$ cat src/logic/cache_pkg.sv
`default_nettype none

package cache_pkg;

    // Cache geometry
    localparam int WAYS_W     = 1;
    localparam int WAYS       = 2;
    localparam int LANES_W    = 4;
    localparam int OFFSET_W   = 4;
    localparam int LINE_WORDS = 16;
    // Physical tag is what is left above lane, word and byte offset
    localparam int TAG_W      = 32 - LANES_W - OFFSET_W - 2;

    // Load type codes, the gaps are unknown types
    localparam logic [2:0] LOAD_BYTE   = 3'd0;
    localparam logic [2:0] LOAD_HALF   = 3'd1;
    localparam logic [2:0] LOAD_WORD   = 3'd2;
    localparam logic [2:0] LOAD_BYTE_U = 3'd4;
    localparam logic [2:0] LOAD_HALF_U = 3'd5;

    // Store type codes, 3 is unknown
    localparam logic [1:0] STORE_BYTE = 2'd0;
    localparam logic [1:0] STORE_HALF = 2'd1;
    localparam logic [1:0] STORE_WORD = 2'd2;

    // Line transfer FSM states
    localparam logic [2:0] LT_IDLE     = 3'd0;
    localparam logic [2:0] LT_WB_PRIME = 3'd1;
    localparam logic [2:0] LT_WB       = 3'd2;
    localparam logic [2:0] LT_RD_CMD   = 3'd3;
    localparam logic [2:0] LT_RD_DATA  = 3'd4;

    typedef struct packed {
        logic [TAG_W-1:0]    tag;
        logic [LANES_W-1:0]  lane;
        logic [OFFSET_W-1:0] offset;
        logic [1:0]          byte_offset;
    } cache_addr_fields_t;

    typedef union packed {
        logic [31:0]        raw;
        cache_addr_fields_t fields;
    } cache_addr_t;

endpackage

`default_nettype wire

$ cat src/logic/byte_lanes.sv
`default_nettype none
`timescale 1ns/1ps

module byte_lanes (
    input  logic [1:0]  byte_offset,
    input  logic [2:0]  held_load_type,
    input  logic [1:0]  held_store_type,
    input  logic [31:0] hit_word,
    input  logic [31:0] held_store_data,
    input  logic        held_load,
    input  logic        held_store,
    output logic [31:0] load_data,
    output logic [31:0] merged_word,
    output logic        fault,
    output logic        load_misaligned,
    output logic        load_unknown_type,
    output logic        store_misaligned,
    output logic        store_unknown_type
);

    logic [31:0] shifted;
    logic [31:0] lane_data;
    logic [3:0]  lane_mask;
    logic        load_half;
    logic        load_word;

    // Addressed byte moved down to bit 0
    assign shifted = hit_word >> {byte_offset, 3'b000};

    always_comb begin
        case (held_load_type)
            cache_pkg::LOAD_BYTE:   load_data = {{24{shifted[7]}}, shifted[7:0]};
            cache_pkg::LOAD_BYTE_U: load_data = {24'd0, shifted[7:0]};
            cache_pkg::LOAD_HALF:   load_data = {{16{shifted[15]}}, shifted[15:0]};
            cache_pkg::LOAD_HALF_U: load_data = {16'd0, shifted[15:0]};
            cache_pkg::LOAD_WORD:   load_data = hit_word;
            default:                load_data = '0;
        endcase
    end

    // Store data replicated over all lanes, mask picks the written bytes
    always_comb begin
        case (held_store_type)
            cache_pkg::STORE_BYTE: begin
                lane_data = {4{held_store_data[7:0]}};
                lane_mask = 4'b0001 << byte_offset;
            end
            cache_pkg::STORE_HALF: begin
                lane_data = {2{held_store_data[15:0]}};
                lane_mask = 4'b0011 << byte_offset;
            end
            cache_pkg::STORE_WORD: begin
                lane_data = held_store_data;
                lane_mask = 4'b1111;
            end
            default: begin
                lane_data = held_store_data;
                lane_mask = 4'b0000;
            end
        endcase
        for (int b = 0; b < 4; b++) begin
            merged_word[b*8 +: 8] = lane_mask[b] ? lane_data[b*8 +: 8] : hit_word[b*8 +: 8];
        end
    end

    assign load_half = held_load_type == cache_pkg::LOAD_HALF ||
                       held_load_type == cache_pkg::LOAD_HALF_U;
    assign load_word = held_load_type == cache_pkg::LOAD_WORD;

    assign load_unknown_type = held_load && !(load_half || load_word ||
                               held_load_type == cache_pkg::LOAD_BYTE ||
                               held_load_type == cache_pkg::LOAD_BYTE_U);
    assign load_misaligned = held_load && ((load_half && byte_offset[0]) ||
                             (load_word && byte_offset != 2'd0));

    assign store_unknown_type = held_store && held_store_type == 2'd3;
    assign store_misaligned = held_store &&
        ((held_store_type == cache_pkg::STORE_HALF && byte_offset[0]) ||
         (held_store_type == cache_pkg::STORE_WORD && byte_offset != 2'd0));

    assign fault = load_misaligned || load_unknown_type || store_misaligned ||
                   store_unknown_type;

endmodule

`default_nettype wire

$ cat config.mk
export PLATFORM = sky130hd
export DESIGN_NAME = byte_lanes
export DESIGN_NICKNAME = d
export VERILOG_FILES = /design/src/logic/cache_pkg.sv /design/src/logic/byte_lanes.sv
export SDC_FILE = /design/constraint.sdc
export NUM_CORES = 1
export LEC_CHECK = 0
export BUFFER_PORTS_ARGS = -buffer_cell sky130_fd_sc_hd__buf_2
export CORE_MARGIN = 2
export CORE_UTILIZATION = 44
export DETAILED_ROUTE_END_ITERATION = 16
export PLACE_DENSITY = 0.88
export SLEW_MARGIN = 20
export SYNTH_ARGS = -nofsm -noshare
export SYNTH_HDL_FRONTEND = slang
export SYNTH_SLANG_ARGS = --single-unit
$ cat constraint.sdc
create_clock -name vclk -period 2.1
set_input_delay 0.21 -clock vclk [all_inputs]
set_output_delay 0.21 -clock vclk [all_outputs]
set_load 0.01 [all_outputs]
== Word-level counts from Yosys, hierarchy flattened ==
Index checks and enable logic that the tools add are counted.
Widths: inputs -> output; s select.

* Bits in registers: 0
* Output and inout bits: 69
* Logic and storage cells: 38

* Equal/unequal tests: 7
* Shift-type cells: 3
* Multiplexer cells: 7
* Reduce and logical (&&, ||, !) cells: 21

{| class="wikitable"
|+ Operator list
! operator !! number
|-
| $pmux 32 s5 || 1
|-
| $pmux 32 s2 || 1
|-
| $mux 8 || 4
|-
| $shr 32x5->16 || 1
|-
| $pmux 4 s3 || 1
|-
| $logic_or 1x1->1 || 9
|-
| $logic_and 1x1->1 || 8
|-
| $eq 3x3->1 const B || 2
|-
| $eq 2x2->1 const B || 2
|-
| $shl 1x2->4 const A || 1
|-
| $shl 2x2->4 const A || 1
|-
| $eq 3x1->1 const B || 1
|-
| $eq 3x2->1 const B || 1
|-
| $logic_not 3->1 || 1
|-
| $eq 2x1->1 const B || 1
|-
| $logic_not 2->1 || 1
|-
| $reduce_bool 2->1 || 1
|-
| $logic_not 1->1 || 1
|}

== Depth between registers and ports, before layout ==
* Depth in word-level cells: 10
* Mapped depth: 7
* Mapped depth without buffers: 4

== Least setup slack after synthesis ==
OpenSTA, ideal clock, no wires.

* Path kind: input-to-output
* Start: in byte_offset[0]
* End: out merged_word[16]
* Data arrival time: 1.389 ns
* Slack: 0.501 ns
* Stages: 7
* Cell sequence: buf_4 and2b_1 buf_4 a21oi_1 o21a_1 buf_4 mux2_2

* Cells in the longest elaborated chain, start to end: 3
* Elaborated cells between the ends (all ways): 4
* Classes of those cells: shift: 2; mux: 2

{| class="wikitable"
|+ RTL lines
! element !! line !! RTL
|-
| from (decl) || byte_lanes.sv:5 || <nowiki>input logic [1:0] byte_offset,</nowiki>
|-
| $shl 2x2->4 / $shl 1x2->4 (equally long branches) || byte_lanes.sv:50, byte_lanes.sv:46 ||
|-
| $pmux 4 s3 (*) || byte_lanes.sv:43 || <nowiki>case (held_store_type)</nowiki>
|-
| $mux 8 (*) || byte_lanes.sv:62 || <nowiki>merged_word[b*8 +: 8] = lane_mask[b] ? lane_data[b*8 +: 8] : hit_word[b*8 +: 8];</nowiki>
|-
| to (decl) || byte_lanes.sv:13 || <nowiki>output logic [31:0] merged_word,</nowiki>
|}

Every way passes the cells marked *; elsewhere a longest branch is shown, timed or not.

== Final worst setup path ==
* Start: in byte_offset[1]
* End: out merged_word[21]

The elaborated chain is that of the path after synthesis.

==> results by group <==
Finish
  – Seq_cells: 0
  – NumNets Final: 459
  – Register Area: 0 sq um
  – Clock buf count: 0
  – Share of cells above drive strength 1: 51.30%
  – Design area: 2407 sq um
  – Fillers: 343
  – Multi-input gate area in the final layout: 1508 sq um
  – Syn-to-layout area delta: 44.12%
  – Ant. Diodes: 0

Clocking
  – Buffers inserted by post-CTS timing repair: 0
  – CTS Hold Bufs: 0
  – Post-CTS resize count: 0

STA
  – Fin Setup TNS: 0 ps
  – Relative slew margins: 61.48%
  – Final worst slack: 181.7 ps
  – Minimum clock period: 1918 ps
  – Highest clock rate: 521.3 MHz
  – Slew @ Worst Pin: 577.9 ps
  – Hold Fails Final Rpt: 0
  – RSZ-0062 raised after global routing: false
  – Final Slew Violations: 0
  – Final period util: 91.35%
  – Final setup fails: 0

Setup path
  – Worst Path Max Fanout: 9
  – WP data required: 1890 ps
  – Arrival @ worst endpoint: 1710 ps
  – Critical path capture point type: output pin
  – Startpoint Class: input port
  – WS Path Type: input port to output pin

Detailed routing
  – Iteration-0 DRC Markers: 125
  – Routed wire per std cell: 15.80 microns
  – Vias: 2,411
  – Final routed DRC violation total: 0
  – Final WL: 6825 microns
  – First drt pass iteration count: 4
  – Antenna-violating nets left: 0
  – Vias/cell: 5.581

Power and ir drop
  – Peak supply drop: 157.0 uV
  – Reg power frac: 0%
  – Power Density: 273.0 nW/um^2
  – P_sw: 0.0003567 W
  – Sw frac: 54.27%
  – Combinational Power Share: 100.0%
  – Lkg Pwr: 1.249 nW
  – Clock power frac: 0%
  – Total power: 0.0006573 W
  – Pint: 0.0003006 W

Placement
  – Pre-CTS setup slack: 149.8 ps
  – DP Area: 2387 sq um
  – Port buffer count: 142
  – DP HPWL: 5467 microns
  – Routability cong.: 0.9402

Synth
  – Synth top area cells: mux2_2 (22%), mux2i_1 (16%), a21oi_1 (15%), nand2_1 (7.4%), nor2_1 (5.6%)
  – Cell taking the most area after synthesis: mux2_2
  – Sequential area share after synthesis: 0%
  – Cell area after synthesis: 1670 sq um
  – Cell count after synthesis: 252
  – Post-Syn Nets: 325
  – Top cell type's share of synthesized area: 22.25%
  – Synth cell types: 31
  – Synth Area per Inst: 6.628 sq um
  – Ys Warns: 0

Floorplan
  – I/O pin count: 142
  – Row count: 22
  – Initial Util: 45.63%
  – Die area: 4305 sq um
  – Die X: 65.62 microns
  – Die Span Y: 65.62 microns
  – Core area: 3661 sq um

GRT
  – Pin count of the biggest net entering global routing: 23
  – Initial antenna violation count: 0
  – First-pass GRT wire length: 10,050 microns
  – Gr ovfl total: 0
  – Total Routing Usage GR: 29.09%
  – Number of global-route vias before repair: 2,073

Status
  – Status: completed

Min path
  – Worst min path class: input port to output pin

Flow run
  – Max_cap viols: 0
-- synthesized netlist by cell type, types with 2 or more instances --
cell type  number
nor3_1          2
inv_1           3
a22oi_1         7
nor2_2          2
a21oi_1        49
buf_4           8
o21a_1          2
nor2b_1         2
nand2b_1        4
o21ai_0        17
and3_1          2
clkbuf_1        6
buf_6           3
mux2_2         33
mux2i_1        26
o22ai_1         8
buf_2           7
nor2_1         25
or2_1           2
nand2_1        33
-- power by group through the flow --
stage | Combinational (W) | Clock (W) | Sequential (W)
final | 0.000657 | 0 | 0
after global routing | 0.000709 | 0 | 0
after CTS | 0.000644 | 0 | 0
after detailed placement | 0.000641 | 0 | 0
after global placement | 0.000627 | 0 | 0
after floorplan | 0.000383 | 0 | 0
-- worst max-delay path: stages --
cell	delay (ps)
buf_2	180
and2b_1	220
a21oi_1	160
o21a_1	410
mux2_2	390
buf_2	140
-- layout make-up --
cell class,instances,share of cell area [%]
inverters,3,0.4678
well taps,48,2.495
repair buffers,156,34.41
multi-input cells,225,62.63
-- per-stage QoR --
| step | std cells | hold slack, ps | util, % |
|---|---|---|---|
| floorplan | 252 | 540.8 | - |
| global placement | 431 | 722.2 | 65.21 |
| detailed placement | 431 | 742.7 | 65.21 |
| CTS | 431 | 743.2 | 65.21 |
| global route | 432 | 764.1 | 65.76 |
| finish | 432 | 750.4 | 65.76 |
-- cell usage in the layout, fill, tap and decap left out, drive strengths merged --
master and count:
and2 1, nor3 2, or2 2, nor2 27
nor2b 2, or4 1, o31ai 1, a21oi 49
o22ai 9, o21ai 17, mux2 33, nor3b 1
o21bai 1, mux2i 27, nand2 33, a22oi 7
buf 156, a31o 1, xnor2 1, a211oi 1
nand2b 4, and3 2, o21a 2, and2b 1
inv 3
-- layer usage --
layer | vias up | GRT usage (%) | routed length [microns]
met3 | 8 | 1.541 | 614
met1 | 1090 | 39.63 | 2900
met2 | 136 | 51.15 | 3230
met5 | - | 0 | 0
li1 | 1177 | - | -
met4 | 0 | 4.688 | 79
-- kinds of logic after synthesis --
kind of cell           after synthesis  share of synthesized area, %
multiplexers                        60                         38.65
AO/OA/AOI/OAI                       88                         31.01
AND/OR/NAND/NOR                     76                         20.07
XOR/XNOR                             1                        0.5244
buffers and inverters               27                         9.737
-- path summary, 6_finish.rpt --
| path | start | to | slack [ps] | cells after the start |
|---|---|---|---|---|
| hold / removal | hit_word[1] | load_data[1] | 750 | 4 |
| setup / recovery | byte_offset[1] | merged_word[21] | 180 | 6 |
No activity file was read; power rests on OpenSTA's default activity.
