### src/logic/cache_pkg.sv
`default_nettype none

package cache_pkg;

    // Cache geometry
    localparam int WAYS_W     = 1;
    localparam int WAYS       = 2;
    localparam int LANES_W    = 4;
    localparam int OFFSET_W   = 4;
    localparam int LINE_WORDS = 16;
    // Physical tag is what is left above lane, word and byte offset
    localparam int TAG_W      = 32 - LANES_W - OFFSET_W - 2;

    // Load type codes, the gaps are unknown types
    localparam logic [2:0] LOAD_BYTE   = 3'd0;
    localparam logic [2:0] LOAD_HALF   = 3'd1;
    localparam logic [2:0] LOAD_WORD   = 3'd2;
    localparam logic [2:0] LOAD_BYTE_U = 3'd4;
    localparam logic [2:0] LOAD_HALF_U = 3'd5;

    // Store type codes, 3 is unknown
    localparam logic [1:0] STORE_BYTE = 2'd0;
    localparam logic [1:0] STORE_HALF = 2'd1;
    localparam logic [1:0] STORE_WORD = 2'd2;

    // Line transfer FSM states
    localparam logic [2:0] LT_IDLE     = 3'd0;
    localparam logic [2:0] LT_WB_PRIME = 3'd1;
    localparam logic [2:0] LT_WB       = 3'd2;
    localparam logic [2:0] LT_RD_CMD   = 3'd3;
    localparam logic [2:0] LT_RD_DATA  = 3'd4;

    typedef struct packed {
        logic [TAG_W-1:0]    tag;
        logic [LANES_W-1:0]  lane;
        logic [OFFSET_W-1:0] offset;
        logic [1:0]          byte_offset;
    } cache_addr_fields_t;

    typedef union packed {
        logic [31:0]        raw;
        cache_addr_fields_t fields;
    } cache_addr_t;

endpackage

`default_nettype wire

### src/logic/line_transfer.sv
`default_nettype none
`timescale 1ns/1ps

module line_transfer (
    input  logic clk,
    input  logic rst_n,

    input  logic                         miss_start,
    input  logic [31:0]                  miss_line_address,
    input  logic [cache_pkg::TAG_W-1:0]  victim_tag,
    input  logic                         victim_needs_writeback,
    output logic                         fill_done,
    output logic [cache_pkg::WAYS_W-1:0] victim_way,

    output logic                           fill_rd_en,
    output logic [cache_pkg::OFFSET_W-1:0] fill_word,
    output logic                           fill_wr_en,
    output logic [cache_pkg::TAG_W-1:0]    fill_tag,
    output logic [31:0]                    fill_data,
    output logic [cache_pkg::WAYS_W-1:0]   fill_way,
    output logic [cache_pkg::LANES_W-1:0]  fill_lane,
    input  logic [cache_pkg::WAYS-1:0][31:0] rd_data,

    output logic [31:0]                  mem_address,
    output logic [cache_pkg::OFFSET_W:0] mem_burstcount,
    output logic                         mem_read,
    output logic                         mem_write,
    output logic [31:0]                  mem_writedata,
    input  logic                         mem_waitrequest,
    input  logic [31:0]                  mem_readdata,
    input  logic                         mem_readdatavalid
);

    logic [2:0]                     state;
    logic [cache_pkg::OFFSET_W-1:0] count;
    logic [cache_pkg::TAG_W-1:0]    vtag_q;
    cache_pkg::cache_addr_t         line_addr;
    cache_pkg::cache_addr_t         wb_addr;
    logic                           last_word;
    logic                           word_taken;

    // Victim line shares lane with the missed line
    always_comb begin
        wb_addr             = line_addr;
        wb_addr.fields.tag  = vtag_q;
    end

    assign last_word  = count == cache_pkg::OFFSET_W'(cache_pkg::LINE_WORDS - 1);
    assign word_taken = state == cache_pkg::LT_WB && !mem_waitrequest;

    // Next victim word is fetched as the current one is accepted
    assign fill_rd_en = state == cache_pkg::LT_WB_PRIME || (word_taken && !last_word);
    assign fill_word  = word_taken ? count + 1'b1 : count;
    assign fill_wr_en = state == cache_pkg::LT_RD_DATA && mem_readdatavalid;
    assign fill_done  = fill_wr_en && last_word;
    assign fill_tag   = line_addr.fields.tag;
    assign fill_lane  = line_addr.fields.lane;
    assign fill_data  = mem_readdata;
    assign fill_way   = victim_way;

    assign mem_address    = state == cache_pkg::LT_WB ? wb_addr.raw : line_addr.raw;
    assign mem_burstcount = (cache_pkg::OFFSET_W + 1)'(cache_pkg::LINE_WORDS);
    assign mem_read       = state == cache_pkg::LT_RD_CMD;
    assign mem_write      = state == cache_pkg::LT_WB;
    assign mem_writedata  = rd_data[victim_way];

    always_ff @(posedge clk) begin
        if (!rst_n) begin
            state      <= cache_pkg::LT_IDLE;
            count      <= '0;
            victim_way <= '0;
        end else begin
            case (state)
                cache_pkg::LT_IDLE: begin
                    count <= '0;
                    if (miss_start) begin
                        state <= victim_needs_writeback ? cache_pkg::LT_WB_PRIME
                                                        : cache_pkg::LT_RD_CMD;
                    end
                end
                cache_pkg::LT_WB_PRIME: state <= cache_pkg::LT_WB;
                cache_pkg::LT_WB: begin
                    if (word_taken) begin
                        count <= count + 1'b1;
                        if (last_word) begin
                            state <= cache_pkg::LT_RD_CMD;
                        end
                    end
                end
                cache_pkg::LT_RD_CMD: begin
                    if (!mem_waitrequest) begin
                        state <= cache_pkg::LT_RD_DATA;
                    end
                end
                cache_pkg::LT_RD_DATA: begin
                    if (fill_wr_en) begin
                        count <= count + 1'b1;
                        if (last_word) begin
                            state      <= cache_pkg::LT_IDLE;
                            victim_way <= victim_way + 1'b1;
                        end
                    end
                end
                default: state <= cache_pkg::LT_IDLE;
            endcase
        end
    end

    always_ff @(posedge clk) begin
        if (state == cache_pkg::LT_IDLE && miss_start) begin
            line_addr <= miss_line_address;
            vtag_q    <= victim_tag;
        end
    end

endmodule

`default_nettype wire

### config.mk
export PLATFORM = sky130hd
export DESIGN_NAME = line_transfer
export DESIGN_NICKNAME = d
export VERILOG_FILES = /design/src/logic/cache_pkg.sv /design/src/logic/line_transfer.sv
export SDC_FILE = /design/constraint.sdc
export NUM_CORES = 1
export LEC_CHECK = 0
export ABC_AREA = 1
export BUFFER_PORTS_ARGS = -buffer_cell sky130_fd_sc_hd__buf_2
export CAP_MARGIN = 20
export CORE_AREA = 2 2 114 116
export DETAILED_ROUTE_END_ITERATION = 8
export DIE_AREA = 0 0 116 118
export GPL_TIMING_DRIVEN = 0
export PLACE_DENSITY = 0.62
export SYNTH_ARGS = -nofsm -noshare
export SYNTH_HDL_FRONTEND = slang
export SYNTH_SLANG_ARGS = --single-unit
### constraint.sdc
create_clock -name clk -period 5.9 [get_ports clk]
set_input_delay 0.59 -clock clk [delete_from_list [all_inputs] [get_ports clk]]
set_output_delay 0.59 -clock clk [all_outputs]
set_load 0.005 [all_outputs]
# Word-level counts from Yosys, hierarchy flattened
# Index checks and enable logic that the tools add are counted.
totals:
  regBits: 62
  latch_bits: 0
  ramBits: 0
  romBits: 0
  in_bits: 156
  wordCells: 46
  n_memories: 0
op_classes:
  n_addsub: 2
  mul: 0
  n_div: 0
  magnitude_cmp: 1
  eq_ne: 11
  shift: 0
  muxes: 14
  bitwise: 0
  n_reduce_logical: 13
ops:
  columns: ["operator", "count"]
  rows:
  - ["32-bit 2-to-1 mux", 3]
  - ["3-bit 2-to-1 mux", 6]
  - ["3-bit case mux with 5 select lines", 1]
  - ["4-bit case mux with 3 select lines", 1]
  - ["4-bit 2-to-1 mux", 2]
  - ["2-bit != test, second input constant", 4]
  - ["3-bit by 2-bit == test with 1-bit output, second input constant", 2]
  - ["6-bit AND reduction", 1]
  - ["1-bit logical AND", 5]
  - ["4-bit by 1-bit adder with 4-bit output, second input constant", 1]
  - ["4-bit == test, second input constant", 1]
  - ["2-bit by 1-bit != test with 1-bit output, second input constant", 2]
  - ["3-bit by 1-bit == test with 1-bit output, second input constant", 1]
  - ["3-bit == test, second input constant", 1]
  - ["3-bit zero test", 1]
  - ["3-bit AND reduction", 1]
  - ["3-bit nonzero test", 1]
  - ["1-bit zero test", 2]
  - ["1-bit by 2-bit < comparator with 1-bit output, second input constant", 1]
  - ["2-bit 2-to-1 mux", 1]
  - ["2-bit AND reduction", 1]
  - ["1-bit adder, second input constant", 1]
  - ["1-bit logical OR", 1]

# Depth between registers and ports, before layout
logic_depth:
  depth_word: 4
  ltp_mapped: 9

# Least setup slack after synthesis
# OpenSTA, ideal clock, no wires.
synth_timing:
  path_type: "input -> register"
  start: "input port miss_start"
  end: "register line_addr[0] (netlist bit), enable pin"
  setup_ns: 0.532
  arrival_ns: 4.311
  path_slack_ns: 1.057
  stages: 2
  path_cell_list: "inv_1 -> nor3_1"
synth_via:
  elab_chain_cells: 1
synth_lines:
  columns: ["item", "line_no", "rtl"]
  rows:
  - ["from (decl)", "line_transfer.sv:8", "input logic miss_start,"]
  - ["1-bit logical AND", "line_transfer.sv:110", "if (state == cache_pkg::LT_IDLE && miss_start) begin"]
  - ["to (signal assigned)", "line_transfer.sv:111", "line_addr <= miss_line_address;"]
  - ["to (decl)", "line_transfer.sv:37", "cache_pkg::cache_addr_t line_addr;"]
# Every way passes these cells.
# A chain may end at the register's enable or synchronous reset.

# Worst setup path in the final report
layout_timing:
  start: "register victim_way, in the netlist fill_way"
  end: "output port mem_writedata[14]"
layout_via:
  elab_chain_cells: 2
layout_lines:
  columns: ["item", "line_no", "rtl"]
  rows:
  - ["from (decl)", "line_transfer.sv:13", "output logic [cache_pkg::WAYS_W-1:0] victim_way,"]
  - ["from (signal assigned)", "line_transfer.sv:100", "victim_way <= victim_way + 1'b1;"]
  - ["32-bit 2-to-1 mux (not written as such) (2 in series)", "line_transfer.sv:65", "assign mem_writedata = rd_data[victim_way];"]
  - ["to (decl)", "line_transfer.sv:28", "output logic [31:0] mem_writedata,"]
# Every way passes these cells. The select of a mux whose other input is x is not followed.

==> run metrics <==
status=completed; dpl ws=3.68 ns; Async SR Flop Fraction=0%; RSZ-0062 raised after global routing=false; pin count of the biggest net entering global routing=15; clk_lat worst skew=0.33 ns; CTS buffer count=9; Starting Density=26.1%; critical path required time=5.31 ns; layout cells sized above 1=51.0%; synth warn=0; post-DP HPWL=8770 µm; initial antenna violation count=2; Final period util=40.8%; r2r setup slk=4.06 ns; Worst Setup EP=mem_writedata[14]; Layout area overhead=57.9%; Mapped Avg Cell Area=8.61 µm²; worst vdd ir=0.244 mV; register area share after synthesis=55.0%; Synth top cells by count=182 x nand2_1, 54 x edfxtp_1, 42 x buf_4; IO buf count=256; CTS Hold Buffers Added=0; Max Cap Viol=0; grt ovf=0; post-route ant nets=0; relative max-transition margin=61.0%; clk_skew=0.00235 ns; Slew Limit Fails=0; Die H=118 µm; critical path peak fanout=10; worst hold path type=input port to register; Filler Cells Inserted=1310; Die Span X=116 µm; CTS HTree Levels=3; Leak Pwr=2.73 nW; Clock Tree Buf Depth=2; vias in the first global route=3251; Synth area leaders=edfxtp_1 50%, nand2_1 21%, buf_4 9.7%; Max Fclk=0.415 GHz; total core area=12400 µm²; RR Startpoint=state[2]; Final nets=807; Post-CTS Setup Inserts=0; area share of the largest cell type after synthesis=50.1%; drt first pass iters=4; Tot Pwr=0.00191 W; CTS tree=yes; first-pass GRT wire length=16200 µm; Slowest cell on crit path=dfxtp_1; DRC Markers=0; WL/cell=12.9 µm; Setup violations, final=0; clock root cell=clkbuf_16; worst reg2reg path depth=5; worst-path cell chain=clkbuf_1 -> inv_1 -> clkbuf_1 -> nand2_1 -> nand2_1 -> buf_2; Rows=41; post-synth cell types=26; Cells after Synth=376; Synth Register Bits=62; GRT Total Usage=15.6%; slowest cell delay on critical path=0.35 ns; startpoint types=register; Routed Wire Length=10700 µm; I/O pin count=294; Final WS setup=3.49 ns; CP Capture Type=output port; ys flop type=edfxtp_1; Post-synth EDFFs=54; die area=13700 µm²; mapped cell area=3240 µm²; P per Cell Area=374 nW/µm²; worst setup path startpoint=fill_way; clock slew at reported path FFs=0.05 ns; via count=3304; FF-to-FF End=vtag_q[17]; most frequent cell after synthesis=nand2_1; Tightest Pin Transition=0.582 ns; global placement routability congestion=0.784; final hold violations=0; Vias/cell=3.99; worst setup path category=register to output port; crit path time final=2.41 ns; CTS resizes=0; largest area contributor in the netlist=edfxtp_1; crit path DAT=1.82 ns; initial drt markers=96; Clock Sinks=62
flip-flops by register name, indices dropped and copies added, names as in the netlist:
name,count
fill_way,1
count,4
line_addr,32
state,3
vtag_q,22
worst min-delay path by stage:
stage	from	endpoint	slack (ns)	cells after the start
CTS	miss_line_address[30]	line_addr[30]	0.43	1
detailed placement	count[3]	count[3]	0.58	2
floorplan	count[3]	count[3]	0.54	2
finish	miss_line_address[2]	line_addr[2]	0.44	1
global placement	count[3]	count[3]	0.56	2
global route	miss_line_address[2]	line_addr[2]	0.43	1
power by group:
part / total (W) / switching, W / internal (W)
logic: 0.000671 / 0.000374 / 0.000297
clock network: 0.000560 / 0.000192 / 0.000369
registers: 0.000681 / 0.0000596 / 0.000621
total: 0.00191 / 0.000625 / 0.00129
metal layers:
metal	global-route usage (%)	up-vias	part of all wire, %
li1	-	1698	-
met3	7.16	18	13
met1	16.2	1383	37
met2	27.2	205	48
met4	6.03	0	2.2
met5	0	-	0
through the flow:
stage | hold WS (ns) | TNS [ns] | cell area (µm²) | cells | util [%]
floorplan | 0.539 | 0 | 3250 | 379 | -
global placement | 0.564 | -35.22 | 4740 | 807 | 38.2
detailed placement | 0.577 | 0 | 4790 | 811 | 38.6
CTS | 0.425 | 0 | 5110 | 827 | 41.1
global route | 0.425 | 0 | 5110 | 827 | 41.1
finish | 0.436 | 0 | 5110 | 829 | 41.2
kinds of logic (layout without fill, tap and decap cells):
logic type,count (synthesis),in the layout,synth area share (%)
compound gates,16,16,2.71
buf+inv,75,351,13.8
flops,62,62,55.0
simple gates,219,219,27.5
other cells,2,7,0.232
xor+xnor,1,1,0.271
fa+ha+maj,1,1,0.386
cell usage in the layout, fill, tap and decap left out, types with 3 or more instances in the layout:
| cell type | instances |
|---|---|
| a21oi_1 | 7 |
| and2_1 | 4 |
| buf_2 | 261 |
| buf_4 | 43 |
| buf_6 | 3 |
| clkbuf_1 | 8 |
| clkbuf_16 | 9 |
| conb_1 | 5 |
| dfxtp_1 | 8 |
| edfxtp_1 | 54 |
| inv_1 | 19 |
| nand2_1 | 182 |
| nand2_2 | 3 |
| nand3_1 | 13 |
| nor2_1 | 10 |
| o21ai_0 | 7 |
cell type report:
cell class,instances,area (µm²),share of cell area (%)
antenna,2,5.00,0.0979
buffer,54,367,7.17
clock buffer,10,229,4.48
clock inverter,6,86.3,1.69
inverter,21,81.3,1.59
multi-input combinational,242,1020,20.0
sequential,62,1780,34.9
tap,172,215,4.21
timing repair buffer,260,1320,25.9
critical path, delay by kind of cell, from the launching register on:
family	cells	cell delay (ns)
buffers and inverters	4	0.96
DFF	1	0.35
and+or+nand+nor	2	0.19
Power figures use the tool's default switching activity.
