==> config.mk <==
export PLATFORM = sky130hd
export DESIGN_NAME = access_stage
export DESIGN_NICKNAME = d
export VERILOG_FILES = /design/src/logic/cache_pkg.sv /design/src/logic/access_stage.sv
export SDC_FILE = /design/constraint.sdc
export NUM_CORES = 1
export LEC_CHECK = 0
export BUFFER_PORTS_ARGS = -buffer_cell sky130_fd_sc_hd__clkbuf_2
export CORE_AREA = 2 2 154 156
export CTS_CLUSTER_DIAMETER = 80
export DETAILED_ROUTE_END_ITERATION = 10
export DIE_AREA = 0 0 156 158
export GPL_TIMING_DRIVEN = 0
export SYNTH_ARGS = -nofsm -noshare
export SYNTH_HDL_FRONTEND = slang
export SYNTH_SLANG_ARGS = --single-unit
export TNS_END_PERCENT = 10
==> constraint.sdc <==
create_clock -name clk -period 9.1 [get_ports clk]
set_input_delay 1.82 -clock clk [delete_from_list [all_inputs] [get_ports clk]]
set_output_delay 1.82 -clock clk [all_outputs]
set_load 0.02 [all_outputs]
==> src/logic/cache_pkg.sv <==
`default_nettype none

package cache_pkg;

    // Cache geometry
    localparam int WAYS_W     = 1;
    localparam int WAYS       = 2;
    localparam int LANES_W    = 4;
    localparam int OFFSET_W   = 4;
    localparam int LINE_WORDS = 16;
    // Physical tag is what is left above lane, word and byte offset
    localparam int TAG_W      = 32 - LANES_W - OFFSET_W - 2;

    // Load type codes, the gaps are unknown types
    localparam logic [2:0] LOAD_BYTE   = 3'd0;
    localparam logic [2:0] LOAD_HALF   = 3'd1;
    localparam logic [2:0] LOAD_WORD   = 3'd2;
    localparam logic [2:0] LOAD_BYTE_U = 3'd4;
    localparam logic [2:0] LOAD_HALF_U = 3'd5;

    // Store type codes, 3 is unknown
    localparam logic [1:0] STORE_BYTE = 2'd0;
    localparam logic [1:0] STORE_HALF = 2'd1;
    localparam logic [1:0] STORE_WORD = 2'd2;

    // Line transfer FSM states
    localparam logic [2:0] LT_IDLE     = 3'd0;
    localparam logic [2:0] LT_WB_PRIME = 3'd1;
    localparam logic [2:0] LT_WB       = 3'd2;
    localparam logic [2:0] LT_RD_CMD   = 3'd3;
    localparam logic [2:0] LT_RD_DATA  = 3'd4;

    typedef struct packed {
        logic [TAG_W-1:0]    tag;
        logic [LANES_W-1:0]  lane;
        logic [OFFSET_W-1:0] offset;
        logic [1:0]          byte_offset;
    } cache_addr_fields_t;

    typedef union packed {
        logic [31:0]        raw;
        cache_addr_fields_t fields;
    } cache_addr_t;

endpackage

`default_nettype wire

==> src/logic/access_stage.sv <==
`default_nettype none
`timescale 1ns/1ps

module access_stage (
    input  logic        clk,
    input  logic        rst_n,
    input  logic [31:0] address,
    input  logic        load,
    input  logic [2:0]  load_type,
    input  logic        store,
    input  logic [1:0]  store_type,
    input  logic [31:0] store_data,
    input  logic        fault,
    output logic        busy,
    output logic        done,

    output logic                                            rd_en,
    output logic [cache_pkg::LANES_W-1:0]                   rd_lane,
    output logic [cache_pkg::OFFSET_W-1:0]                  rd_offset,
    input  logic [cache_pkg::WAYS-1:0][cache_pkg::TAG_W-1:0] rd_tag,
    input  logic [cache_pkg::WAYS-1:0][31:0]                rd_data,
    input  logic [cache_pkg::WAYS-1:0]                      rd_valid,
    input  logic [cache_pkg::WAYS-1:0]                      rd_dirty,

    output logic                         wr_en,
    output logic [cache_pkg::WAYS_W-1:0] wr_way,
    output logic [31:0]                  wr_data,
    output logic                         set_dirty,
    input  logic [31:0]                  merged_word,

    output logic [31:0] hit_word,
    output logic [1:0]  byte_offset,
    output logic [2:0]  held_load_type,
    output logic [1:0]  held_store_type,
    output logic [31:0] held_store_data,
    output logic        held_load,
    output logic        held_store,

    input  logic [cache_pkg::WAYS_W-1:0] victim_way,
    output logic                         miss_start,
    output logic [31:0]                  miss_line_address,
    output logic [cache_pkg::TAG_W-1:0]  victim_tag,
    output logic                         victim_needs_writeback,
    input  logic                         fill_done
);

    cache_pkg::cache_addr_t       req_addr;
    cache_pkg::cache_addr_t       held_addr;
    cache_pkg::cache_addr_t       line_addr;
    logic                         accept;
    logic                         active;
    logic                         waiting;
    logic                         replay;
    logic                         hit;
    logic                         miss;
    logic [cache_pkg::WAYS_W-1:0] hit_way;

    assign req_addr = address;
    assign accept   = (load || store) && !busy;

    // Lookup is issued straight from the request, or from the held one on replay
    assign rd_en     = accept || replay;
    assign rd_lane   = replay ? held_addr.fields.lane : req_addr.fields.lane;
    assign rd_offset = replay ? held_addr.fields.offset : req_addr.fields.offset;

    always_comb begin
        hit     = 1'b0;
        hit_way = '0;
        for (int w = 0; w < cache_pkg::WAYS; w++) begin
            if (rd_valid[w] && rd_tag[w] == held_addr.fields.tag) begin
                hit     = 1'b1;
                hit_way = cache_pkg::WAYS_W'(w);
            end
        end
    end

    assign hit_word = rd_data[hit_way];
    // Faulted accesses finish at once and never reach memory
    assign miss = active && !fault && !hit;
    assign done = active && (fault || hit);
    assign busy = waiting || replay || miss;

    assign wr_en     = active && hit && held_store && !fault;
    assign set_dirty = wr_en;
    assign wr_way    = hit_way;
    assign wr_data   = merged_word;

    always_comb begin
        line_addr                    = held_addr;
        line_addr.fields.offset      = '0;
        line_addr.fields.byte_offset = '0;
    end

    assign miss_start             = miss;
    assign miss_line_address      = line_addr.raw;
    assign victim_tag             = rd_tag[victim_way];
    assign victim_needs_writeback = rd_valid[victim_way] && rd_dirty[victim_way];
    assign byte_offset            = held_addr.fields.byte_offset;

    always_ff @(posedge clk) begin
        if (!rst_n) begin
            active     <= 1'b0;
            waiting    <= 1'b0;
            replay     <= 1'b0;
            held_load  <= 1'b0;
            held_store <= 1'b0;
        end else begin
            active <= accept || replay;
            replay <= fill_done;
            if (miss) begin
                waiting <= 1'b1;
            end else if (fill_done) begin
                waiting <= 1'b0;
            end
            if (accept) begin
                held_load  <= load;
                held_store <= store;
            end
        end
    end

    always_ff @(posedge clk) begin
        if (accept) begin
            held_addr       <= req_addr;
            held_load_type  <= load_type;
            held_store_type <= store_type;
            held_store_data <= store_data;
        end
    end

endmodule

`default_nettype wire

### After elaboration in Yosys (flattened, before gate mapping)

Index checks and enable logic that the tools add are counted.

* mux-type cells: 15
* $lt $le $gt $ge: 2
* equal/unequal tests: 2
* reduce and logical (&&, ||, !) cells: 19

Operators with widths (count)
* 2-to-1 mux 32 bit: 2
* == test 22 bit: 2
* 2-to-1 mux 22 bit: 2
* logical AND 1 bit: 10
* 2-to-1 mux 1 bit: 9
* 2-to-1 mux 4 bit: 2
* logical OR 1 bit: 5
* < comparator 1 x 2 -> 1 bit, second input constant: 2
* zero test 1 bit: 3
* nonzero test 2 bit: 1

* output and inout port bits: 175
* bits in registers: 74
* input port bits: 220
* word-level logic and storage cells: 47

### Logic depth before layout (Yosys ltp)

Gate-level depths: netlist of run 1.

* depth in word-level cells: 10
* mapped depth: 6
* gate-level depth less buffers: 6

### Worst setup path after synthesis of run 1

OpenSTA, ideal clock, no wires.

* kind: input -> register
* from: input rd_tag[38] (netlist bit)
* to: register held_addr[0] (netlist bit), enable pin
* library setup time: 460 ps
* required time: 8640 ps
* stages on the path: 6
* slack: 3277 ps
* path buffers: 0
* data arrival time: 5363 ps
* cells stage by stage: xor2_1 -> or4_1 -> and4bb_4 -> a22oi_4 -> and2_4 -> nor4_4

* longest elaborated chain between the ends: 8

RTL lines
* start, declared: RTL line access_stage.sv:20 `input logic [cache_pkg::WAYS-1:0][cache_pkg::TAG_W-1:0] rd_tag,`
* == test 22 bit: RTL line access_stage.sv:70 `if (rd_valid[w] && rd_tag[w] == held_addr.fields.tag) begin`
* logical AND 1 bit: RTL line access_stage.sv:70
* 2-to-1 mux 1 bit: RTL line access_stage.sv:70
* zero test 1 bit: RTL line access_stage.sv:79 `assign miss = active && !fault && !hit;`
* logical AND 1 bit: RTL line access_stage.sv:79
* via miss_start: RTL line access_stage.sv:40 `output logic miss_start,`
* logical OR 1 bit: RTL line access_stage.sv:81 `assign busy = waiting || replay || miss;`
* zero test 1 bit: RTL line access_stage.sv:59 `assign accept = (load || store) && !busy;`
* logical AND 1 bit: RTL line access_stage.sv:59
* via accept: RTL line access_stage.sv:50 `logic accept;`
* end signal, assigned: RTL line access_stage.sv:124 `held_addr <= req_addr;`
* end, declared: RTL line access_stage.sv:48 `cache_pkg::cache_addr_t held_addr;`

The timed path passes the listed nets, and every way through them passes these cells.
A chain may end at the register's enable or synchronous reset.

### Worst setup path after layout of run 1

* from: input rd_tag[38] (netlist bit)
* to: output hit_word[17]

* longest elaborated chain between the ends: 5

RTL lines
* == test 22 bit: RTL line access_stage.sv:70
* logical AND 1 bit: RTL line access_stage.sv:70
* 2-to-1 mux 1 bit: RTL line access_stage.sv:70
* 2-to-1 mux 32 bit (not written as such) (2 in series): RTL line access_stage.sv:77 `assign hit_word = rd_data[hit_way];`
* end, declared: RTL line access_stage.sv:31 `output logic [31:0] hit_word,`

No other way between the ends. The select of a mux whose other input is x is not followed.

==> results of run 1 <==
-- layout make-up --
cell class	count	area, µm²
Timing Repair Buffer	359	1830
Multi-Input combinational cell	171	1610
Tap cell	290	363
Buffer	75	556
Inverter	1	3.75
Fill cell	2415	16200
Clock buffer	9	225
Clock inverter	7	75.1
Antenna cell	1	2.50
Sequential cell	74	2170
-- worst register-to-register path, stage by stage (launching register included) --
cell	delay (ns)
sky130_fd_sc_hd__edfxtp_1	0.50
sky130_fd_sc_hd__xor2_1	0.24
sky130_fd_sc_hd__or4_1	0.53
sky130_fd_sc_hd__and4bb_4	0.35
sky130_fd_sc_hd__a22oi_4	0.13
sky130_fd_sc_hd__and2_4	0.24
sky130_fd_sc_hd__nor4_4	0.53
sky130_fd_sc_hd__buf_6	0.28
sky130_fd_sc_hd__buf_6	0.19
sky130_fd_sc_hd__buf_6	0.21
sky130_fd_sc_hd__buf_6	0.22
-- per-stage QoR --
stage | hold slack [ns] | setup slack [ns] | instances | power [W]
floorplan | 0.587 | 3.28 | 321 | 0.000593
CTS | 0.528 | 3.38 | 986 | 0.00110
global route | 0.543 | 3.32 | 987 | 0.00113
detailed placement | 0.519 | 3.39 | 970 | 0.000724
finish | 0.529 | 3.50 | 987 | 0.00108
global placement | 0.511 | 1.75 | 965 | 0.000720
-- synth_stat cells (all sizes together) --
cell	instances
nor3	4
a31oi	2
nand2b	3
or3b	1
and2	2
or4	1
or2	1
a211oi	1
conb	1
inv	1
clkbuf	4
buf	71
nor2	7
a22oi	1
a21boi	1
nand4	11
o21a	2
nand3	4
o21ai	1
xor2	14
and4bb	2
nor2b	2
mux2	62
nand2	6
o211ai	2
nor4b	1
xnor2	30
edfxtp	69
dfxtp	5
nor4	4
-- path summary, 6_finish.rpt --
| path | from | to | depth (start not counted) |
|---|---|---|---|
| min reg2reg | held_load | held_load | 2 |
| max | rd_tag[38] | hit_word[17] | 8 |
| max reg2reg | held_addr[26] | held_addr[30] | 10 |
| min | held_load | held_load | 2 |
-- registers in the layout (all words and copies together) (netlist names) --
register	cells
held_addr	32
replay	1
held_store_data	32
active	1
held_load_type	3
held_store_type	2
held_store	1
held_load	1
waiting	1
-- where the power goes --
group          switching, W  total (W)  internal (W)
combinational      0.000162   0.000288      0.000127
sequential        0.0000161   0.000423      0.000407
clock              0.000151   0.000365      0.000215
-- layer usage --
layer  vias to the layer above  track usage  routed length (µm)
met3                        23       0.0433                1580
met1                      1720        0.125                5810
met5                         -            0                   0
met2                       252        0.271                9590
met4                         0       0.0642                 625
li1                       1830            -                   -
-- kinds of logic after synthesis --
family,Yosys count,synth area share
buf+inv,76,0.129
flops,74,0.502
mux,62,0.187
simple gates,49,0.0720
xor+xnor,44,0.0891
compound gates,10,0.0194
other cells,1,0.000867
==> results.txt, run 1 <==
----------------------------------------------------
[Status]
  Outcome ... complete, no violations

[Route]
  # DRC ... 0
  Initial detailed-routing violation count ... 105
  First-pass iteration count of the detailed router ... 4
  Average wire length per cell after detail routing ... 17.8 µm
  Total number of vias ... 3825
  Routed wire length ... 17.6 mm
  Remaining antenna violation count ... 0
  Post-DR vias/cell ... 3.88

[Critical path]
  Worst setup path class ... input pin to output port
  Startpoint class of the critical path ... input pin
  Slowest cell on the critical path ... sky130_fd_sc_hd__or4_1
  Cell family contributing the most delay on the critical path ... simple AND/OR/NAND/NOR gates
  Worst path cell trace ... clkbuf_2 > xor2_1 > or4_1 > and4bb_4 > nand2_4 > buf_6 > mux2_4 > clkbuf_2
  Worst reg2reg setup slack ... 5.38 ns
  Data required time of the worst path ... 7.28 ns
  Capturing element type of the critical path ... output port
  Critical path fanouts, max ... 10
  CP bufs+invs ... 3
  CP max stage delay ... 0.53 ns
  Crit path DAT ... 3.78 ns
  Crit-path most repeated cell ... sky130_fd_sc_hd__clkbuf_2

[Die]
  Core Region ... 23100 µm²
  Total I/O pin count ... 395
  Overall die area ... 24600 µm²
  Std cell rows ... 56
  Initial core utilization ... 0.188
  Overall die width ... 156 µm
  Chip height ... 158 µm

[Place]
  Placed wire-length estimate ... 15.7 mm
  Routability-driven placement congestion ratio ... 0.795
  Count of port buffers added during placement ... 354
  Cell Area, Placed ... 6540 µm²

[Synthesis]
  Number of instances in the synthesized netlist ... 316
  Flop and latch count out of synthesis ... 74
  Cell types with the largest area share after synthesis ... sky130_fd_sc_hd__edfxtp_1, sky130_fd_sc_hd__buf_4, sky130_fd_sc_hd__mux2_4
  Number of distinct library cell variants in the gate-level netlist after synthesis ... 37
  Portion of synthesized cell area occupied by the leading cell type ... 0.479
  Yosys warnings ... 0
  Top cell type by total area after synthesis ... sky130_fd_sc_hd__edfxtp_1
  Cell Area, Synth ... 4330 µm²
  Portion of the post-synthesis area used by sequential elements ... 0.502
  Average instance area after synthesis ... 13.7 µm²

[STA]
  Setup clock skew after layout ... 0.00930 ns
  Relative slew margins ... 0.365
  Pin slew with the least headroom to its limit ... 0.953 ns
  Total of endpoints with negative setup slack in the final report ... 0
  Final Hold Violating Endpoints ... 0
  Clock period minus final worst setup slack ... 5.60 ns
  Total count of max-transition violations in the final report ... 0
  Setup TNS ... 0 ns
  Peak clock frequency supported by timing ... 179 MHz
  Setup repair after global routing missed its margin ... no
  Final Cycle Share ... 0.615

[Global routing]
  Global-route wire length before repair ... 23.4 mm
  Vias in the first global route ... 3847
  Number of antenna violations at the first check in global routing ... 2
  Global-route congestion overflow total ... 0
  Pin count of the biggest net entering global routing ... 18
  Combined global-route utilization of all metal layers ... 0.136

[Clock network]
  Resized Gates After CTS ... 0
  Buffers from clock root to sink, at most ... 2
  CTS Root Buffer Type ... sky130_fd_sc_hd__clkbuf_16
  Clock transition at the registers of the reported paths ... 0.06 ns
  Clock latency of the later-clocked register in the worst-skew pair ... 0.34 ns
  Number of hold-repair buffers added at the cts stage ... 0
  Clk sinks ... 74
  Number of buffers inserted during clock tree synthesis ... 9
  Setup bufs post-CTS ... 0
  CTS tree ... yes
  H-Tree Depth ... 3

[Power and ir drop]
  Static leakage ... 3.41 nW
  Peak supply drop ... 0.0781 mV
  Power per Cell Area ... 157 nW/µm²

[Finish]
  Fraction of final layout cells with drive strength greater than 1 ... 0.739
  Post-route design area ... 6840 µm²
  Util after Layout ... 0.297
  NumNets Final ... 911
  Commonest non-fill, non-tap cell in the layout ... sky130_fd_sc_hd__clkbuf_2
  Commonest non-fill, non-tap cells in the layout ... sky130_fd_sc_hd__clkbuf_2, sky130_fd_sc_hd__edfxtp_1, sky130_fd_sc_hd__buf_4
  Area overhead of the layout relative to synthesis ... 58.2%

[Run]
  Max Cap Viol ... 0

[Worst hold path]
  Worst hold path type ... flip-flop to flip-flop

----------------------------------------------------
Power figures use the tool's default switching activity.
==> inputs of run 2 (changes only) <==
--- a/config.mk
+++ b/config.mk
@@ -6,10 +6,10 @@
 export NUM_CORES = 1
 export LEC_CHECK = 0
 export BUFFER_PORTS_ARGS = -buffer_cell sky130_fd_sc_hd__clkbuf_2
-export CORE_AREA = 2 2 154 156
+export CORE_AREA = 2 2 155 157
 export CTS_CLUSTER_DIAMETER = 80
 export DETAILED_ROUTE_END_ITERATION = 10
-export DIE_AREA = 0 0 156 158
+export DIE_AREA = 0 0 157 159
 export GPL_TIMING_DRIVEN = 0
 export SYNTH_ARGS = -nofsm -noshare
 export SYNTH_HDL_FRONTEND = slang
==> constraint.sdc (replaced) <==
create_clock -name clk -period 4.69 [get_ports clk]
set_input_delay 0.938 -clock clk [delete_from_list [all_inputs] [get_ports clk]]
set_output_delay 0.938 -clock clk [all_outputs]
set_load 0.02 [all_outputs]
==> results.txt, run 2 (synthesis results as in run 1) <==
----------------------------------------------------
[Clock network]
  Buffers from clock root to sink, at most ... 2
  CTS Root Buffer Type ... sky130_fd_sc_hd__clkbuf_16
  Clk sinks ... 74
  Number of buffers inserted during clock tree synthesis ... 9
  H-Tree Depth ... 3
  Number of hold-repair buffers added at the cts stage ... 0
  Setup bufs post-CTS ... 0
  Clock transition at the registers of the reported paths ... 0.07 ns
  CTS tree ... yes
  Clock latency of the later-clocked register in the worst-skew pair ... 0.34 ns
  Resized Gates After CTS ... 0

[Place]
  Placed wire-length estimate ... 15.8 mm
  Count of port buffers added during placement ... 354
  Routability-driven placement congestion ratio ... 0.732
  Inst Count DP ... 998

[Worst hold path]
  Worst hold path cell count ... 2
  Worst hold path type ... flip-flop to flip-flop

[Route]
  Post-DR vias/cell ... 3.74
  Total number of vias ... 3798
  Average wire length per cell after detail routing ... 17.5 µm
  Initial detailed-routing violation count ... 120
  First-pass iteration count of the detailed router ... 4
  # DRC ... 0
  Routed wire length ... 17.8 mm
  Remaining antenna violation count ... 0

[Critical path]
  Crit-path most repeated cell ... sky130_fd_sc_hd__buf_6
  Critical path fanouts, max ... 17
  CP bufs+invs ... 5
  Data required time of the worst path ... 4.74 ns
  Startpoint class of the critical path ... input pin
  Worst setup path class ... input pin to flip-flop
  Length in cells of the worst reg-to-reg path ... 10
  Slowest cell on the critical path ... sky130_fd_sc_hd__nor4_4
  Crit path DAT ... 4.17 ns
  Capturing element type of the critical path ... flip-flop
  Number of logic stages on the critical path including buffering ... 11
  Worst path cell trace ... clkbuf_2 > xor2_1 > or4_1 > and4bb_4 > a22oi_4 > and2_4 > nor4_4 > buf_8 > buf_6 > buf_6 > buf_6
  Cell family contributing the most delay on the critical path ... simple AND/OR/NAND/NOR gates
  CP max stage delay ... 0.76 ns

[STA]
  Setup repair after global routing missed its margin ... no
  Pin slew with the least headroom to its limit ... 0.919 ns
  Fin Hold WS ... 0.531 ns
  Peak clock frequency supported by timing ... 242 MHz
  Setup clock skew after layout ... 0.0103 ns
  Total count of max-transition violations in the final report ... 0
  Final Hold Violating Endpoints ... 0
  Relative slew margins ... 0.383
  Total of endpoints with negative setup slack in the final report ... 0
  Clock period minus final worst setup slack ... 4.13 ns
  Final Cycle Share ... 0.880

[Power and ir drop]
  Power per Cell Area ... 304 nW/µm²
  Static leakage ... 3.40 nW
  Peak supply drop ... 0.183 mV

[Global routing]
  Global-route congestion overflow total ... 0
  Pin count of the biggest net entering global routing ... 18
  Number of antenna violations at the first check in global routing ... 3
  Combined global-route utilization of all metal layers ... 0.138
  Global-route wire length before repair ... 24.3 mm
  Vias in the first global route ... 3883

[Finish]
  Biggest registers after layout ... held_addr x32, held_store_data x32, held_load_type x3
  NumNets Final ... 910
  Commonest non-fill, non-tap cell in the layout ... sky130_fd_sc_hd__clkbuf_2
  Area overhead of the layout relative to synthesis ... 58.9%
  Fraction of final layout cells with drive strength greater than 1 ... 0.738
  Non-filler cells in the finished layout ... 1015
  Fill cells ... 2427
  Commonest non-fill, non-tap cells in the layout ... sky130_fd_sc_hd__clkbuf_2, sky130_fd_sc_hd__edfxtp_1, sky130_fd_sc_hd__buf_4

[Status]
  Outcome ... complete, no violations

[Die]
  Chip height ... 159 µm
  Initial core utilization ... 0.187
  Core Region ... 23200 µm²
  Overall die area ... 25000 µm²
  Overall die width ... 157 µm
  Std cell rows ... 56
  Total I/O pin count ... 395

[Run]
  Max Cap Viol ... 0

----------------------------------------------------
==> run 2: cell count changes in the layout (fill, tap and decap cells not counted) <==
cell and delta:
sky130_fd_sc_hd__clkinv_4 -1, sky130_fd_sc_hd__inv_8 +1, sky130_fd_sc_hd__clkinv_2 -2, sky130_fd_sc_hd__clkinvlp_4 +2, sky130_fd_sc_hd__buf_6 -1
==> run 2: where the power goes <==
part,internal [W],switching [W]
Sequential,0.000790,0.0000332
Combinational,0.000244,0.000305
Clock,0.000421,0.000300
==> run 2: area by class of cell <==
| class | count | area (µm²) | share of cell area |
|---|---|---|---|
| antenna | 1 | 2.50 | 0.000364 |
| multi-input combinational | 171 | 1610 | 0.235 |
| sequential | 74 | 2170 | 0.316 |
| tap | 319 | 399 | 0.0581 |
| timing repair buffer | 358 | 1820 | 0.265 |
| clock inverter | 7 | 82.6 | 0.0120 |
| clock buffer | 9 | 225 | 0.0328 |
| buffer | 75 | 556 | 0.0808 |
| inverter | 1 | 3.75 | 0.000546 |
==> run 2: through the flow <==
stage               total power [W]  TNS, ns  area [µm²]  utilization  setup slack, ns
global route                0.00220        0        6880        0.296            0.258
global placement            0.00139  -104.54        6520        0.281            -1.53
floorplan                   0.00115   -17.29        4350            -           -0.251
detailed placement          0.00140        0        6570        0.283           0.0676
CTS                         0.00214        0        6870        0.296            0.470
finish                      0.00209        0        6880        0.296            0.563
==> run 2: worst paths after layout <==
check / slack, ns / to / startpoint
max: 0.56 / held_addr[26] / rd_tag[38]
min: 0.53 / held_load / held_load
max reg2reg: 0.73 / held_addr[26] / held_addr[26]
min reg2reg: 0.53 / held_load / held_load
==> run 2: tightest hold or removal path: cells and delay by family (launching register included) <==
kind / cells / cell delay [ns]
AO/OA/AOI/OAI: 1 / 0.08
AND/OR/NAND/NOR: 1 / 0.07
flip-flops: 1 / 0.33
==> run 2: per-layer routing <==
| layer | routed length [µm] | vias up | track usage |
|---|---|---|---|
| met2 | 9970 | 249 | 0.281 |
| li1 | - | 1820 | - |
| met5 | 16 | - | 0 |
| met1 | 5730 | 1708 | 0.123 |
| met4 | 369 | 2 | 0.0421 |
| met3 | 1720 | 19 | 0.0476 |
==> inputs of run 3 (changes only) <==
--- a/config.mk
+++ b/config.mk
@@ -6,10 +6,10 @@
 export NUM_CORES = 1
 export LEC_CHECK = 0
 export BUFFER_PORTS_ARGS = -buffer_cell sky130_fd_sc_hd__clkbuf_2
-export CORE_AREA = 2 2 155 157
+export CORE_AREA = 2 2 156 158
 export CTS_CLUSTER_DIAMETER = 80
 export DETAILED_ROUTE_END_ITERATION = 10
-export DIE_AREA = 0 0 157 159
+export DIE_AREA = 0 0 158 160
 export GPL_TIMING_DRIVEN = 0
 export SYNTH_ARGS = -nofsm -noshare
 export SYNTH_HDL_FRONTEND = slang
==> results.txt, run 3 (synthesis results as in run 1) <==
----------------------------------------------------
[Global routing]
  Number of antenna violations at the first check in global routing ... 2
  Pin count of the biggest net entering global routing ... 17
  Combined global-route utilization of all metal layers ... 0.133
  Global-route wire length before repair ... 23.4 mm
  Global-route congestion overflow total ... 0
  Vias in the first global route ... 3918

[Power and ir drop]
  Total power of the final layout ... 0.00224 W
  Power per Cell Area ... 322 nW/µm²
  Peak supply drop ... 0.149 mV
  Static leakage ... 3.44 nW

[Critical path]
  Startpoint class of the critical path ... input pin
  Critical path fanouts, max ... 8
  Capturing element type of the critical path ... output port
  Crit path DAT ... 2.94 ns
  Worst setup path class ... input pin to output port
  Data required time of the worst path ... 3.75 ns

[Clock network]
  CTS tree ... yes
  Number of hold-repair buffers added at the cts stage ... 0
  Number of buffers inserted during clock tree synthesis ... 9
  Clock transition at the registers of the reported paths ... 0.06 ns
  Clk sinks ... 74
  CTS Root Buffer Type ... sky130_fd_sc_hd__clkbuf_16
  Buffers from clock root to sink, at most ... 2
  H-Tree Depth ... 3
  Setup bufs post-CTS ... 0
  Clock latency of the later-clocked register in the worst-skew pair ... 0.34 ns
  Resized Gates After CTS ... 0

[STA]
  Total count of max-transition violations in the final report ... 0
  Clock period minus final worst setup slack ... 3.88 ns
  Peak clock frequency supported by timing ... 258 MHz
  Pin slew with the least headroom to its limit ... 0.959 ns
  Setup clock skew after layout ... 0.00604 ns
  Setup repair after global routing missed its margin ... no
  Final Hold Violating Endpoints ... 0
  Setup TNS ... 0 ns
  Total of endpoints with negative setup slack in the final report ... 0
  Final Cycle Share ... 0.828
  Relative slew margins ... 0.361

[Place]
  Placed wire-length estimate ... 15.5 mm
  Routability-driven placement congestion ratio ... 0.751
  Count of port buffers added during placement ... 354

[Finish]
  Biggest registers after layout ... held_addr x32, held_store_data x32, held_load_type x3
  Fraction of final layout cells with drive strength greater than 1 ... 0.737
  Commonest non-fill, non-tap cells in the layout ... sky130_fd_sc_hd__clkbuf_2, sky130_fd_sc_hd__edfxtp_1, sky130_fd_sc_hd__buf_4
  Area overhead of the layout relative to synthesis ... 60.5%
  NumNets Final ... 911
  Commonest non-fill, non-tap cell in the layout ... sky130_fd_sc_hd__clkbuf_2
  Number of diodes added for antenna fixing ... 0

[Route]
  Routed wire length ... 17.4 mm
  Total number of vias ... 3867
  Initial detailed-routing violation count ... 132
  # DRC ... 0
  First-pass iteration count of the detailed router ... 4
  Average wire length per cell after detail routing ... 17.1 µm
  Post-DR vias/cell ... 3.79
  Remaining antenna violation count ... 0

[Worst hold path]
  Worst hold path type ... flip-flop to flip-flop

[Run]
  Max Cap Viol ... 0

[Die]
  Overall die width ... 158 µm
  Total I/O pin count ... 395
  Initial core utilization ... 0.182
  Std cell rows ... 57
  Chip height ... 160 µm
  Overall die area ... 25300 µm²
  Core Region ... 23800 µm²

[Status]
  Outcome ... complete, no violations

----------------------------------------------------
## run 3: changes by cell type in the layout (fill, tap and decap cells not counted), sizes merged
cell	previous run	this run
buf	75	76
bufinv	1	4
clkbuf	367	368
clkinv	0	1
clkinvlp	2	0
diode	1	0
inv	5	2
## run 3: area by class of cell
class / count / area [µm²]
clock inverter: 6 / 138
buffer: 75 / 556
tap: 324 / 405
sequential: 74 / 2170
multi-input combinational: 171 / 1610
inverter: 1 / 3.75
clock buffer: 10 / 229
fill: 2578 / 16900
timing repair buffer: 359 / 1830
## run 3: per-stage QoR
stage               utilization  instance area, µm²  hold WS, ns  worst slack [ns]  cells
finish                    0.292                6950        0.533             0.809   1020
global route              0.292                6950        0.578             0.571   1020
CTS                       0.292                6950        0.540             0.693   1020
detailed placement        0.276                6580        0.532             0.689   1004
global placement          0.274                6520        0.508             -1.74    999
floorplan                     -                4350        0.587            -0.251    321
## run 3: where the power goes
group	switching [W]	internal, W
clock network	0.000286	0.000577
registers	0.0000308	0.000790
logic	0.000310	0.000245
total	0.000627	0.00161
## run 3: worst max-delay path, stage by stage
cell	delay, ns
sky130_fd_sc_hd__clkbuf_2	0.10
sky130_fd_sc_hd__xnor2_1	0.49
sky130_fd_sc_hd__nand4_1	0.17
sky130_fd_sc_hd__and4bb_2	0.41
sky130_fd_sc_hd__a22oi_4	0.14
sky130_fd_sc_hd__a211oi_1	0.37
sky130_fd_sc_hd__or2_1	0.16
sky130_fd_sc_hd__clkbuf_2	0.16
## run 3: worst paths after layout
check / from / endpoint / slack (ns) / cells past startpoint
max: rd_tag[32] / rd_en / 0.81 / 8
min: held_load / held_load / 0.53 / 2
max reg2reg: held_addr[20] / held_store_data[29] / 1.41 / 9
min reg2reg: held_load / held_load / 0.53 / 2
## run 3: metal layers
layer,track usage,vias to the layer above,part of all wire
li1,-,1822,-
met2,0.267,258,0.56
met5,0,-,0
met1,0.120,1767,0.32
met3,0.0450,20,0.10
met4,0.0442,0,0.019
